`src/rtl/ring_cache_pkg.sv`:
```
package ring_cache_pkg;

	// Core and cache geometry
	localparam THREADS_PER_CORE = 4;
	localparam L1D_WAYS = 4;
	localparam L1I_WAYS = 4;
	localparam L1D_SETS = 64;
	localparam L1I_SETS = 32;
	localparam LINE_OFFSET_W = 6;
	localparam CORE_ID_W = 2;
	localparam ADDR_W = 32;

	// Address field widths
	localparam L1D_SET_W = $clog2(L1D_SETS);
	localparam L1I_SET_W = $clog2(L1I_SETS);
	localparam L1D_TAG_W = ADDR_W - L1D_SET_W - LINE_OFFSET_W;
	localparam L1I_TAG_W = ADDR_W - L1I_SET_W - LINE_OFFSET_W;
	// Line address, offset stripped
	localparam LINE_ADDR_W = ADDR_W - LINE_OFFSET_W;

	typedef logic [$clog2(THREADS_PER_CORE)-1:0] thread_idx_t;
	typedef logic [CORE_ID_W-1:0] core_id_t;
	typedef logic [$clog2(L1D_WAYS)-1:0] l1d_way_idx_t;
	typedef logic [$clog2(L1I_WAYS)-1:0] l1i_way_idx_t;
	typedef logic [L1D_SET_W-1:0] l1d_set_idx_t;
	typedef logic [L1I_SET_W-1:0] l1i_set_idx_t;
	typedef logic [L1D_TAG_W-1:0] l1d_tag_t;
	typedef logic [L1I_TAG_W-1:0] l1i_tag_t;

	// Tree pseudo-LRU for four ways, bit 2 root, bit 1 left, bit 0 right
	typedef logic [2:0] plru_bits_t;
	typedef logic [1:0] plru_way_t;

	typedef struct packed {
		l1d_tag_t tag;
		l1d_set_idx_t set_idx;
		logic [LINE_OFFSET_W-1:0] offset;
	} l1d_addr_t;

	typedef struct packed {
		l1i_tag_t tag;
		l1i_set_idx_t set_idx;
		logic [LINE_OFFSET_W-1:0] offset;
	} l1i_addr_t;

	// One ring address word, split by whichever cache it targets
	typedef union packed {
		l1d_addr_t dcache;
		l1i_addr_t icache;
	} ring_addr_u;

	typedef enum logic {
		CT_DCACHE,
		CT_ICACHE
	} cache_type_t;

	typedef enum logic [1:0] {
		INVALID,
		SHARED,
		MODIFIED
	} line_state_t;

	// Stage 1 register toward the fill stage
	typedef struct packed {
		logic valid;
		cache_type_t cache_type;
		ring_addr_u addr;
		logic ack_match;
	} ring_packet_t;

	// Victim: left subtree on root 0, right subtree on root 1
	function automatic plru_way_t plru_victim(input plru_bits_t bits);
		return bits[2] ? {1'b1, bits[0]} : {1'b0, bits[1]};
	endfunction

	// Turn the tree away from the way just filled
	function automatic plru_bits_t plru_update(input plru_bits_t bits, input plru_way_t way);
		plru_bits_t next;
		next = bits;
		next[2] = ~way[1];
		if (way[1])
			next[0] = ~way[0];
		else
			next[1] = ~way[0];
		return next;
	endfunction

	// Lowest set bit wins
	function automatic plru_way_t way_from_oh(input logic [3:0] oh);
		plru_way_t idx;
		idx = '0;
		for (int i = 3; i >= 0; i--)
			if (oh[i])
				idx = plru_way_t'(i);
		return idx;
	endfunction

endpackage

```
`src/rtl/tag_port_if.sv`:
```
`timescale 1ns/100ps

// Data cache tag port, snoop read plus one-hot fill write
interface l1d_tag_port_if
	import ring_cache_pkg::*;
	();

	// Snoop set comes straight from the ring input
	l1d_set_idx_t snoop_set;
	// Registered snoop results, one per way
	line_state_t [L1D_WAYS-1:0] snoop_state;
	l1d_tag_t [L1D_WAYS-1:0] snoop_tag;
	l1d_way_idx_t replace_way;

	// Fill write from stage 2
	logic [L1D_WAYS-1:0] update_en_oh;
	l1d_set_idx_t update_set;
	l1d_tag_t update_tag;
	line_state_t update_state;

	modport snoop(output snoop_set);

	modport store(input snoop_set, update_en_oh, update_set, update_tag, update_state,
		output snoop_state, snoop_tag, replace_way);

	modport update(input snoop_state, snoop_tag, replace_way,
		output update_en_oh, update_set, update_tag, update_state);

endinterface

// Instruction cache tag port, only the victim way comes back
interface l1i_tag_port_if
	import ring_cache_pkg::*;
	();

	l1i_set_idx_t snoop_set;
	l1i_way_idx_t replace_way;

	// Any write marks the way valid
	logic [L1I_WAYS-1:0] update_en_oh;
	l1i_set_idx_t update_set;
	l1i_tag_t update_tag;

	modport snoop(output snoop_set);

	modport store(input snoop_set, update_en_oh, update_set, update_tag,
		output replace_way);

	modport update(input replace_way,
		output update_en_oh, update_set, update_tag);

endinterface

```
`src/rtl/rc_miss_track_stage.sv`:
```
`timescale 1ns/100ps

module rc_miss_track_stage
	import ring_cache_pkg::*;
	#(parameter core_id_t CORE_ID = '0)
	(input clk,
	input reset,

	// Miss registration from the core
	input miss_valid,
	input cache_type_t miss_cache_type,
	input thread_idx_t miss_thread,
	input miss_store,
	input [ADDR_W-1:0] miss_addr,

	// Ring slot
	input ring_valid,
	input ring_ack,
	input core_id_t ring_dest_core,
	input cache_type_t ring_cache_type,
	input [ADDR_W-1:0] ring_addr,

	// Toward stage 2
	output ring_packet_t rc1_packet,
	output thread_idx_t rc1_thread,
	output logic rc1_store,

	// Snoop set requests
	l1d_tag_port_if.snoop dtag,
	l1i_tag_port_if.snoop itag);

	// Miss tables, first index is the cache type
	logic [THREADS_PER_CORE-1:0] entry_pending [2];
	logic [LINE_ADDR_W-1:0] entry_line [2][THREADS_PER_CORE];
	logic entry_store [2][THREADS_PER_CORE];

	ring_addr_u ring_word;
	logic [LINE_ADDR_W-1:0] ring_line;
	logic ack_for_me;
	logic match_hit;
	logic matched;
	thread_idx_t match_thread;

	assign ring_word = ring_addr;
	assign ring_line = ring_addr[ADDR_W-1:LINE_OFFSET_W];
	assign ack_for_me = ring_valid && ring_ack && ring_dest_core == CORE_ID;

	// Same word, two set decodes; the tag stores read every cycle
	assign dtag.snoop_set = ring_word.dcache.set_idx;
	assign itag.snoop_set = ring_word.icache.set_idx;

	// Search downward so the lowest matching thread is the last written
	always_comb
	begin
		match_hit = 1'b0;
		match_thread = '0;
		for (int t = THREADS_PER_CORE - 1; t >= 0; t--)
		begin
			if (entry_pending[ring_cache_type][t]
				&& entry_line[ring_cache_type][t] == ring_line)
			begin
				match_hit = 1'b1;
				match_thread = thread_idx_t'(t);
			end
		end
	end

	assign matched = ack_for_me && match_hit;

	// Pending bits
	always_ff @(posedge clk, posedge reset)
	begin
		if (reset)
			entry_pending <= '{default: '0};
		else
		begin
			if (matched)
				entry_pending[ring_cache_type][match_thread] <= 1'b0;
			// A registration in the same cycle wins over the clear
			if (miss_valid)
				entry_pending[miss_cache_type][miss_thread] <= 1'b1;
		end
	end

	// Line address and load/store kind of each entry
	always_ff @(posedge clk)
	begin
		if (miss_valid)
		begin
			entry_line[miss_cache_type][miss_thread] <= miss_addr[ADDR_W-1:LINE_OFFSET_W];
			entry_store[miss_cache_type][miss_thread] <= miss_store;
		end
	end

	// Packet register, valid marks any acknowledge sent to this core
	always_ff @(posedge clk, posedge reset)
	begin
		if (reset)
			rc1_packet <= '0;
		else
		begin
			rc1_packet.valid <= ack_for_me;
			rc1_packet.cache_type <= ring_cache_type;
			rc1_packet.addr <= ring_word;
			rc1_packet.ack_match <= matched;
		end
	end

	always_ff @(posedge clk)
	begin
		rc1_thread <= match_thread;
		rc1_store <= entry_store[ring_cache_type][match_thread];
	end

endmodule

```
`src/flat_wrapper.sv`:
```
// flat-port wrapper written by rule: the top's interface ports become plain ports
module rc_miss_track_stage_flat import ring_cache_pkg::*;
#(parameter core_id_t CORE_ID = '0)
  (clk, reset, miss_valid, miss_cache_type, miss_thread, miss_store, miss_addr, ring_valid, ring_ack, ring_dest_core, ring_cache_type, ring_addr, rc1_packet, rc1_thread, rc1_store, dtag_snoop_set, itag_snoop_set);
  l1d_tag_port_if dtag_i ();
  l1i_tag_port_if itag_i ();
  input clk;
  input reset;
  input miss_valid;
  input cache_type_t miss_cache_type;
  input thread_idx_t miss_thread;
  input miss_store;
  input [ADDR_W-1:0] miss_addr;
  input ring_valid;
  input ring_ack;
  input core_id_t ring_dest_core;
  input cache_type_t ring_cache_type;
  input [ADDR_W-1:0] ring_addr;
  output ring_packet_t rc1_packet;
  output thread_idx_t rc1_thread;
  output logic rc1_store;
  output wire logic [$bits(dtag_i.snoop_set)-1:0] dtag_snoop_set;
  output wire logic [$bits(itag_i.snoop_set)-1:0] itag_snoop_set;
  assign dtag_snoop_set = dtag_i.snoop_set;
  assign itag_snoop_set = itag_i.snoop_set;
  rc_miss_track_stage #(.CORE_ID(CORE_ID)) u_core (.clk(clk), .reset(reset), .miss_valid(miss_valid), .miss_cache_type(miss_cache_type), .miss_thread(miss_thread), .miss_store(miss_store), .miss_addr(miss_addr), .ring_valid(ring_valid), .ring_ack(ring_ack), .ring_dest_core(ring_dest_core), .ring_cache_type(ring_cache_type), .ring_addr(ring_addr), .rc1_packet(rc1_packet), .rc1_thread(rc1_thread), .rc1_store(rc1_store), .dtag(dtag_i), .itag(itag_i));
endmodule
```
`config.mk`:
```
export PLATFORM = sky130hd
export DESIGN_NAME = rc_miss_track_stage_flat
export DESIGN_NICKNAME = d
export VERILOG_FILES = /design/src/rtl/ring_cache_pkg.sv /design/src/rtl/tag_port_if.sv /design/src/rtl/rc_miss_track_stage.sv /design/src/flat_wrapper.sv
export SDC_FILE = /design/constraint.sdc
export NUM_CORES = 1
export LEC_CHECK = 0
export BUFFER_PORTS_ARGS = -buffer_cell sky130_fd_sc_hd__buf_4
export CORE_ASPECT_RATIO = 0.9
export CORE_MARGIN = 1
export CORE_UTILIZATION = 52
export CTS_CLUSTER_SIZE = 28
export DETAILED_ROUTE_END_ITERATION = 7
export PLACE_DENSITY = 0.75
export SLEW_MARGIN = 5
export SYNTH_ARGS = -nofsm -noshare
export SYNTH_HDL_FRONTEND = slang
export SYNTH_SLANG_ARGS = --single-unit
```
`constraint.sdc`:
```
create_clock -name clk -period 2.08 [get_ports clk]
set_input_delay 0.104 -clock clk [delete_from_list [all_inputs] [get_ports clk]]
set_output_delay 0.104 -clock clk [all_outputs]
set_load 0.005 [all_outputs]
```
Word level (Yosys, flattened, before mapping)
Memories as Yosys holds them, arrays and structs flattened.
Cells that the tools add are included.

operators by class
  magnitude comparators = 11
  eq/ne operators = 4
  multiplexer cells = 31
  bitwise gates (word level) = 7
  reduce and logical (&&, ||, !) cells = 13

operators with widths
  kind                count
  $eq 26x26->1        4
  $mux 104            1
  $demux 26 s2        1
  $mux 26             1
  $mux 4              6
  $mux 8              2
  $logic_and 1x1->1   12
  $mux 1              10
  $and 8x8->8         1
  $demux 4 s1         2
  $mux 2              4
  $not 8->8           1
  $or 8x8->8          1
  $demux 1 s2         3
  $ge 3x3->1 const B  2
  $lt 2x3->1 const B  2
  $not 2->3           2
  $ge 2x1->1 const B  2
  $ge 2x2->1 const B  2
  $lt 2x1->1 const B  2
  $not 1->2           2
  $lt 3x1->1 const B  1
  $bmux 1 s2          1
  $logic_not 2->1     1

word-level totals
  register bits = 46
  memory bits (writable) = 216
  bits of input ports = 76
  output and inout port bits = 49
  word-level logic and storage cells = 76
  memories kept = 2

memories
  name                depth  width  rd ports  clocked after Yosys merged registers in  wr ports  line                       source
  u_core.entry_line   2      104    1         0                                        1         rc_miss_track_stage.sv:34  logic [LINE_ADDR_W-1:0] entry_line [2][THREADS_PER_CORE];
  u_core.entry_store  2      4      1         0                                        1         rc_miss_track_stage.sv:35  logic entry_store [2][THREADS_PER_CORE];

Depth between registers and ports, before layout
Gate-level depths: netlist (run 1).

  depth in word-level cells = 20
  mapped depth = 13
  mapped depth without buffers = 7

Worst setup path after synthesis (run 1)
OpenSTA, ideal clock, no wires.

  path type = in2reg
  start = input port miss_cache_type
  end = memory u_core.entry_line[0][100] in the netlist's numbering, enable pin
  library setup time = 0.448 ns
  data arrival time = 2.219 ns
  data required time = 1.632 ns
  path slack = -0.586 ns
  stages on the path = 2
  buffers on the path = 0
  cell sequence = nand2b_1 > nor3_1

RTL lines
  item         line                       source
  from (decl)  flat_wrapper.sv:10         input cache_type_t miss_cache_type;
  to (decl)    rc_miss_track_stage.sv:34

Straight into the memory's write port.

Worst setup path after layout (run 1)
  start = memory u_core.entry_line[0][1] in the netlist's numbering
  end = register u_core.rc1_store

on the way
  cells in the longest elaborated chain, start to end = 11

ends and longest elaborated chain
  item                                        line                        source
  $mem_v2 2x104                               n/a
  $eq 26x26->1                                rc_miss_track_stage.sv:60   && entry_line[ring_cache_type][t] == ring_line)
  $logic_and 1x1->1                           rc_miss_track_stage.sv:60
  $mux 2 (4 in series)                        rc_miss_track_stage.sv:59   if (entry_pending[ring_cache_type][t]
  $not 2->3 (not written as such)             rc_miss_track_stage.sv:112  rc1_store <= entry_store[ring_cache_type][match_thread];
  $bmux 1 s2                                  rc_miss_track_stage.sv:112
  $mux 1 (not written as such) (2 in series)  rc_miss_track_stage.sv:112
  to (signal assigned)                        rc_miss_track_stage.sv:112
  to (decl)                                   rc_miss_track_stage.sv:26   output logic rc1_store,

No other way between the ends. The select of a mux whose other input is x is not followed.

==> results list, run 1 <==
* Number of synthesized register bits: 262
* Site Rows: 49
- Max-slew headroom at the worst pin: 49.00%
* Total Routed Length: 27.24 mm
- At the worst endpoint, the arrival time is 2.78 ns.
- For this run, the leading register cell type out of synthesis is edfxtp_1.
* Drt pass-1 iters: 5
* Fmax: 428.4 MHz
- Summed over all nets, wire length on met2 after detailed routing comes to 13.22 mm.
* PwrDens: 802.1 nW/um2
- Largest delay share family, worst path: compound AO/OA/AOI/OAI gates
* Terminus of the critical flop-to-flop path: u_core.rc1_store
- Leading cell type in the layout, fill and taps excluded: edfxtp_1
- Aggregate global-route resource usage: 25.77%
- In the detailed route, the total length drawn on met3 is 1.668 mm.
* CTS clk-pin slew, worst paths: 0.06 ns
- Counting buffers and inverters, the worst setup path is 8 cells deep.
* Count of yosys warnings during synthesis: 0
- In the routed design, unresolved DRC markers number 0.
- Depth of the worst hold-timing path: 2
* # nets final: 1002
- The initial antenna violation count came to 0.
- Largest net degree at the start of global routing: 32
* Clk root buf: clkbuf_16
- On the final layout, the worst clock skew is 0.009742 ns.
* Syn Nets: 735
* Biggest fanout along the worst timing path: 3
* Share of the synthesized area in the top cell type: 60.31%
* Number of global-route vias before repair: 6871
- Setup repair after global routing could not meet its margin everywhere.
* Horizontal extent of the die: 153.6 um
- Number of sinks on the clock net: 262
- Gp weighted congestion: 0.9314
* M1 WL: 11.79 mm
- STA classifies the critical path endpoint as a register.
* Cells taking the most area after synthesis: edfxtp_1 60%, dfrtp_1 10%, mux2i_1 9.7%, xnor2_1 7.3%, nor4_1 1.8%
- The worst setup path is of the reg -> reg kind.
- Worst setup path startpoint: u_core.entry_line[0][1]
- CP max stage cell: or4_4
* Power consumption: 11.48 mW
- Number of enable-type register cells in the synthesized netlist: 216
- Endpoint of the worst setup timing path: u_core.rc1_store
- First-pass GRT wire length: 40.45 mm
- Post-synthesis instance area: 10760 um2
- Height of the die: 138.4 um
- Status: finished with violations
* Via Count: 6614
* Clk_lat worst skew: 0.52 ns
- The total overflow left after global routing is 0.
- The smallest clock period supported by the final layout is computed as 2.334 ns.
* Most used cells in the layout excluding fill and tap cells: 216 x edfxtp_1, 204 x buf_4, 98 x mux2i_1, 85 x xnor2_1, 63 x dlygate4sd3_1
- Once detail routing completed, the nets flagged for antenna violations numbered 0.
- Number of buffers added on ports: 118
* Worst-case register-to-register setup slack: -0.25 ns
- Fin. max-slew vios: 0
- The average instance in the mapped netlist occupies 16.32 um2.
- In the final routed layout, each cell accounts on average for 22.70 um.
* I/O pin cnt: 125
* Cell-by-cell trace of the critical path: xor2_1 > o32ai_2 > buf_4 > nand3_2 > or4_4 > a2111o_1 > a311oi_2 > o21bai_1
- Most area-hungry cell type in the Yosys netlist: edfxtp_1
- Bufs and invs on worst path: 1
* Synth unique cells: 51
- Final setup vio count: 11
- Initial core utilization: 53.48%
* Required time worst endpoint: 2.53 ns
- The number of hold violations in the final report came to 0.
- The clock passes through at most 3 buffers.
* Crit path setup slack, layout: -0.2541 ns
- Area added between synthesis and finish: 33.02%
- Maximum VDD drop: 0.0007035 V
- In this run the number of H-tree levels came out at 1.
- Cells fill 71.14% of the core in the end.
- The worst register-to-register path begins at u_core.entry_line[0][1].
- Counting every instance in the synthesized netlist gives 659.
- Starting DRT DRC Count: 455
- Using the TritonRoute via totals, the vias-per-cell ratio works out to 5.512.
* Number of cells on the worst reg-to-reg path: 8
* Worst stage delay on the critical path: 0.55 ns
- Of the available clock period, the critical path in the final layout requires 112.2%.
- The final reports fail on negative setup slack.
* Detailed placer's ending HPWL: 17.49 mm
- Max-cap violations in this run came to 0.
- Of the cells placed in the final design, the portion with a size suffix greater than 1 is 32.49%.
- Floorplan core area: 20110 um2
- Leakage: 5.371 nW
- The worst setup path is launched from a register.
- CTS tree: done
- Tightest Hold Check Type: in -> reg
- After synthesis, flip-flops and latches occupy 70.87% of the total area.
* Floorplan die area: 21260 um2
- For the pin with the worst max-slew slack, the measured transition is 0.7591 ns.
* Top metal layer carrying routed signals: met4
* Antenna diode count: 0
- CTS buffer count: 25
* Asr flop ratio synth: 16.41%
power breakdown:
| part | switching, mW | internal, mW |
|---|---|---|
| clock | 1.84 | 2.33 |
| combinational | 0.706 | 0.666 |
| sequential | 0.0557 | 5.87 |
state kept, by name, summed over array words and instances (netlist names):
name and cells:
u_core.rc1_thread 2, u_core.rc1_packet 35, u_core.entry_line 208, u_core.rc1_store 1, u_core.entry_pending 8, u_core.entry_store 8
routing by layer:
layer	GRT usage, %	up-vias
met5	0	-
met4	5.421	0
met3	5.172	48
met2	42.44	243
met1	35.74	3324
li1	-	2999
area by class of cell:
type | count | area (um2)
Timing Repair Buffer | 284 | 2450
Tap cell | 255 | 319.1
Clock buffer | 33 | 655.6
Inverter | 6 | 22.52
Clock inverter | 13 | 82.58
Sequential cell | 262 | 7622
Multi-Input combinational cell | 347 | 3154
Fill cell | 1262 | 5803
Yosys cell counts (all sizes together), types with 2 or more instances:
master  instances
dfxtp           3
nand3b          2
clkbuf         18
or4             2
mux2            2
and3b           2
dfrtp          43
o21ai           5
edfxtp        216
o211ai          2
nand2b          6
a21o            4
nand4          10
and4            2
buf            26
nand2          11
xnor2          90
nand3           6
inv             6
o32ai           2
nor2           17
o31ai           2
nor3           11
a21oi           4
nor4           32
mux2i         104
xor2           14
cell families after synthesis:
family | count (synthesis) | share of synthesized area, %
DFF | 262 | 70.87
and+or+nand+nor | 111 | 5.945
AOI/OAI and AO/OA | 26 | 1.792
buffers and inverters | 50 | 3.036
xor gates and xnor gates | 104 | 8.469
muxes | 106 | 9.888
worst min path at each step:
| stage | from | end | slack, ns |
|---|---|---|---|
| final | ring_cache_type | u_core.rc1_packet[33] | 0.02 |
| after global routing | ring_cache_type | u_core.rc1_packet[33] | 0.02 |
| after CTS | ring_cache_type | u_core.rc1_packet[33] | 0.002 |
| after detailed placement | ring_addr[3] | u_core.rc1_packet[4] | 0.22 |
| after global placement | ring_addr[5] | u_core.rc1_packet[6] | 0.22 |
| after floorplan | ring_addr[9] | u_core.rc1_packet[10] | 0.14 |
through the flow:
step | cell area (um2) | cells | hold slack, ns | setup TNS (ns) | worst slack, ns
2_1_floorplan | 10810 | 659 | 0.1354 | -0.1798 | -0.1560
3_3_place_gp | 12580 | 1085 | 0.2160 | -4.418 | -0.4201
3_5_place_dp | 12580 | 1085 | 0.2165 | -4.719 | -0.4463
4_1_cts | 14120 | 1198 | 0.001602 | -0.8603 | -0.2533
5_1_grt | 14310 | 1200 | 0.01536 | -2.525 | -0.3543
6_report | 14310 | 1200 | 0.02234 | -1.226 | -0.2541
timing repair:
action,in CTS,in global routing
hold endpoints to repair,281,0
cloned,0,0
gates resized for setup,31,28
setup endpoints to repair,12,12
hold buffers,63,0
pin swaps,14,23
buffers inserted,5,2
No activity file was read; power rests on OpenSTA's default activity.
==> run 2: changes to the inputs <==
--- a/config.mk
+++ b/config.mk
@@ -5,13 +5,14 @@
 export SDC_FILE = /design/constraint.sdc
 export NUM_CORES = 1
 export LEC_CHECK = 0
+export ABC_AREA = 1
 export BUFFER_PORTS_ARGS = -buffer_cell sky130_fd_sc_hd__buf_4
 export CORE_ASPECT_RATIO = 0.9
 export CORE_MARGIN = 1
-export CORE_UTILIZATION = 52
+export CORE_UTILIZATION = 53
 export CTS_CLUSTER_SIZE = 28
 export DETAILED_ROUTE_END_ITERATION = 7
-export PLACE_DENSITY = 0.75
+export PLACE_DENSITY = 0.76
 export SLEW_MARGIN = 5
 export SYNTH_ARGS = -nofsm -noshare
 export SYNTH_HDL_FRONTEND = slang
==> run 2 against run 1 <==
Compared with the run above: the flow now finishes without violations; die area grew 6.2%; sequential cell count is the same; critical endpoint is now u_core.entry_pending[5]; count of clock-buffer cells in the layout grew 4.
==> results list, run 2 <==
- Final design area excluding fillers: 14770 um2
* # nets final: 1548
- Most frequent cell after synthesis: nand2_1
- The number of hold violations in the final report was 0.
- Global routing finished with a remaining overflow of 0.
- TritonCTS built the clock tree.
- Tightest Hold Check Type: in -> reg
- Counting flops and latches in the post-synthesis netlist gives 262.
- The repair_antennas step left the layout with diodes totalling 0.
- The floorplan has 51 rows.
* Period minus WS final: 1.952 ns
- Syn Nets: 1308
- Max Buffers Root-to-Sink: 3
* Height of the die: 142.7 um
- Along the worst path, the maximum fanout reaches 3.
* Clk root buf: clkbuf_16
- Counting every sink on the clock net gives 262.
- Total Routed Length: 30.94 mm
* Post-synthesis instance area: 11650 um2
- Once placement finished, the instance area stood at 13220 um2.
- Transition time at the pin with the least slew margin: 0.5592 ns
- Required time worst endpoint: 2.51 ns
* Arrival time of the worst setup path: 2.38 ns
- Floorplan die area: 22580 um2
- CTS buffer count: 27
* Post-Synthesis Cells: 1232
- For the worst-skew pair, the clock arrives at the later sink with an insertion delay of 0.54 ns.
- The top cell types in the final layout, fill and taps aside, are 589 x nand2_1, 216 x edfxtp_1, 174 x buf_4, 119 x nand3_1, 95 x inv_1.
- Final design utilization: 68.48%
- Number of enable-type register cells in the synthesized netlist: 216
- Fmax: 512.3 MHz
- Most frequent cells after synthesis: 592 x nand2_1, 216 x edfxtp_1, 121 x nand3_1
- Syn Area/Cell: 9.456 um2
- Area added between synthesis and finish: 26.79%
- Maximum VDD drop: 0.0005567 V
- Post-route clock skew: 0.007202 ns
- Category of the most critical setup path: reg -> reg
- Registers with the highest flip-flop counts: u_core.entry_line: 208 flops, u_core.rc1_packet: 35 flops
- Clock-pin slew was measured on the worst setup and hold paths at 0.06 ns.
- # Max-Cap Violations: 0
- The post-route netlist has 16.95% of its cells at a drive strength greater than 1.
- Dividing total power by cell area gives a power density of 794.3 nW/um2.
- At the end of routability-driven placement, the weighted congestion stood at 0.9226.
- Once the floorplan was initialized, standard cells occupied 54.01% of the core.
* Setup crit end kind: register
- In this run the static leakage power is 6.773 nW.
- Aggregate global-route resource usage: 27.82%
* Remaining design rule violation count: 0
- Cells taking the most area after synthesis: edfxtp_1 56%, nand2_1 19%, dfrtp_1 9.2%, nand3_1 5.2%, inv_1 3.1%
- Post-route clock period utilization: 93.84%
- Main synth FF type: edfxtp_1
- Setup violations remaining at the end of the flow were counted as 0.
- For this run, the number of Yosys warnings is 0.
- Element type at the critical path start: register
- The share of the Yosys chip area taken by registers is 65.43%.
- Antenna violations before repair: 0
* I/O pin cnt: 125
- Count of H-tree levels built during CTS: 1
- Vias per Instance: 5.242
- The first TritonRoute pass finished after 6 iterations.
- Number of buffers added on ports: 118
- Horizontal extent of the die: 158.3 um
- The synthesized design devotes to its leading area cell type 55.68% of total area.
* Setup Fix Bufs, Post-CTS: 0
- After the first detailed-routing iteration, the DRC count stood at 990.
* Via Count: 9351
- Register ranked first by flip-flop count: u_core.entry_line
- The HPWL after detailed placement is 20.17 mm.
- Asr flop ratio synth: 16.41%
* First-pass GRT wire length: 46.02 mm
* Most area-hungry cell type in the Yosys netlist: edfxtp_1
- Max-slew headroom at the worst pin: 62.72%
- Status: complete, no violations
- Number of global-route vias before repair: 8627
* Synth unique cells: 28
- The library cell used most frequently in the layout, excluding fill and tap cells, is nand2_1.
- Antenna-violating nets left: 0
- Routed wire per std cell: 17.34 um
- Largest register FFs: 208
- The final count of pins violating max slew was 0.
* Number of fillers in the final layout: 1597
- Floorplan core area: 21570 um2
- Largest net degree at the start of global routing: 50
run 2: final cells by class:
class,instances,area (um2),share of cell area [%]
sequential,262,7622,51.61
clock buffer,37,723.2,4.896
clock inverter,13,100.1,0.6777
multi-input combinational,833,3441,23.30
timing repair buffer,250,2147,14.54
inverter,98,372.9,2.524
tap,291,364.1,2.465
run 2: where the power goes:
group	internal, mW	total (mW)	switching, mW
clock	2.56	4.53	1.97
sequential	5.88	5.93	0.0505
combinational	0.515	1.28	0.764
run 2: path summary, 6_finish.rpt:
check	cells after the start	to	start	slack, ns
min	4	u_core.entry_pending[4]	miss_thread[0]	0.05
max in group asynchronous	4	u_core.rc1_packet[17]	reset	1.40
max reg2reg	16	u_core.entry_pending[5]	u_core.entry_line[1][66]	0.13
min reg2reg	2	u_core.entry_pending[1]	u_core.entry_pending[1]	0.48
max	16	u_core.entry_pending[5]	u_core.entry_line[1][66]	0.13
min in group asynchronous	3	u_core.rc1_packet[33]	reset	0.16
run 2: routing by layer:
layer  part of all wire (%)  global-route usage [%]  vias to the layer above  wire length (um)
met1                     41                   37.54                     4328             12620
met4                    3.4                   10.32                        0              1059
li1                       -                       -                     4477                 -
met2                     47                   45.78                      471             14440
met3                    9.1                   4.158                       75              2812
met5                      0                       0                        -                 0
run 2: critical path, cell delays in order, from the launching register on:
cell,delay (ns)
edfxtp_1,0.36
nand2_1,0.10
nand2_1,0.06
nand2_1,0.06
nand2_1,0.05
nor2_1,0.28
nand2_1,0.08
nor2_1,0.10
nand2_1,0.10
nor2_2,0.12
inv_1,0.06
nand2_1,0.10
nor2_4,0.05
nor2_2,0.15
nand2_1,0.08
nand2_1,0.06
nand2_1,0.04
run 2: kinds of logic after synthesis:
kind of cell | Yosys count | synth area share (%)
buf+inv | 137 | 5.595
mux | 2 | 0.1718
xor+xnor | 1 | 0.07519
flops | 262 | 65.43
compound gates | 18 | 0.8377
simple gates | 812 | 27.89
run 2: repair_timing:
item                                   4_1_cts  5_1_grt
gates resized for setup                      0       16
endpoints found under the hold margin      270        0
setup endpoints to repair                    0        7
hold buffers                                68        0
run 2: metrics by stage:
stage          cells  total power [mW]  setup WS [ns]  setup TNS (ns)  hold WS, ns
5_1_grt         1784             12.09       -0.01530        -0.02462      0.09719
6_report        1784             11.73         0.1282               0      0.04890
3_5_place_dp    1666             7.176        -0.1439         -0.6643       0.1869
4_1_cts         1784             11.72        0.08100               0      0.04372
2_1_floorplan   1232             6.612         0.2356               0       0.1354
3_3_place_gp    1666             7.145       -0.07393         -0.2755       0.1756
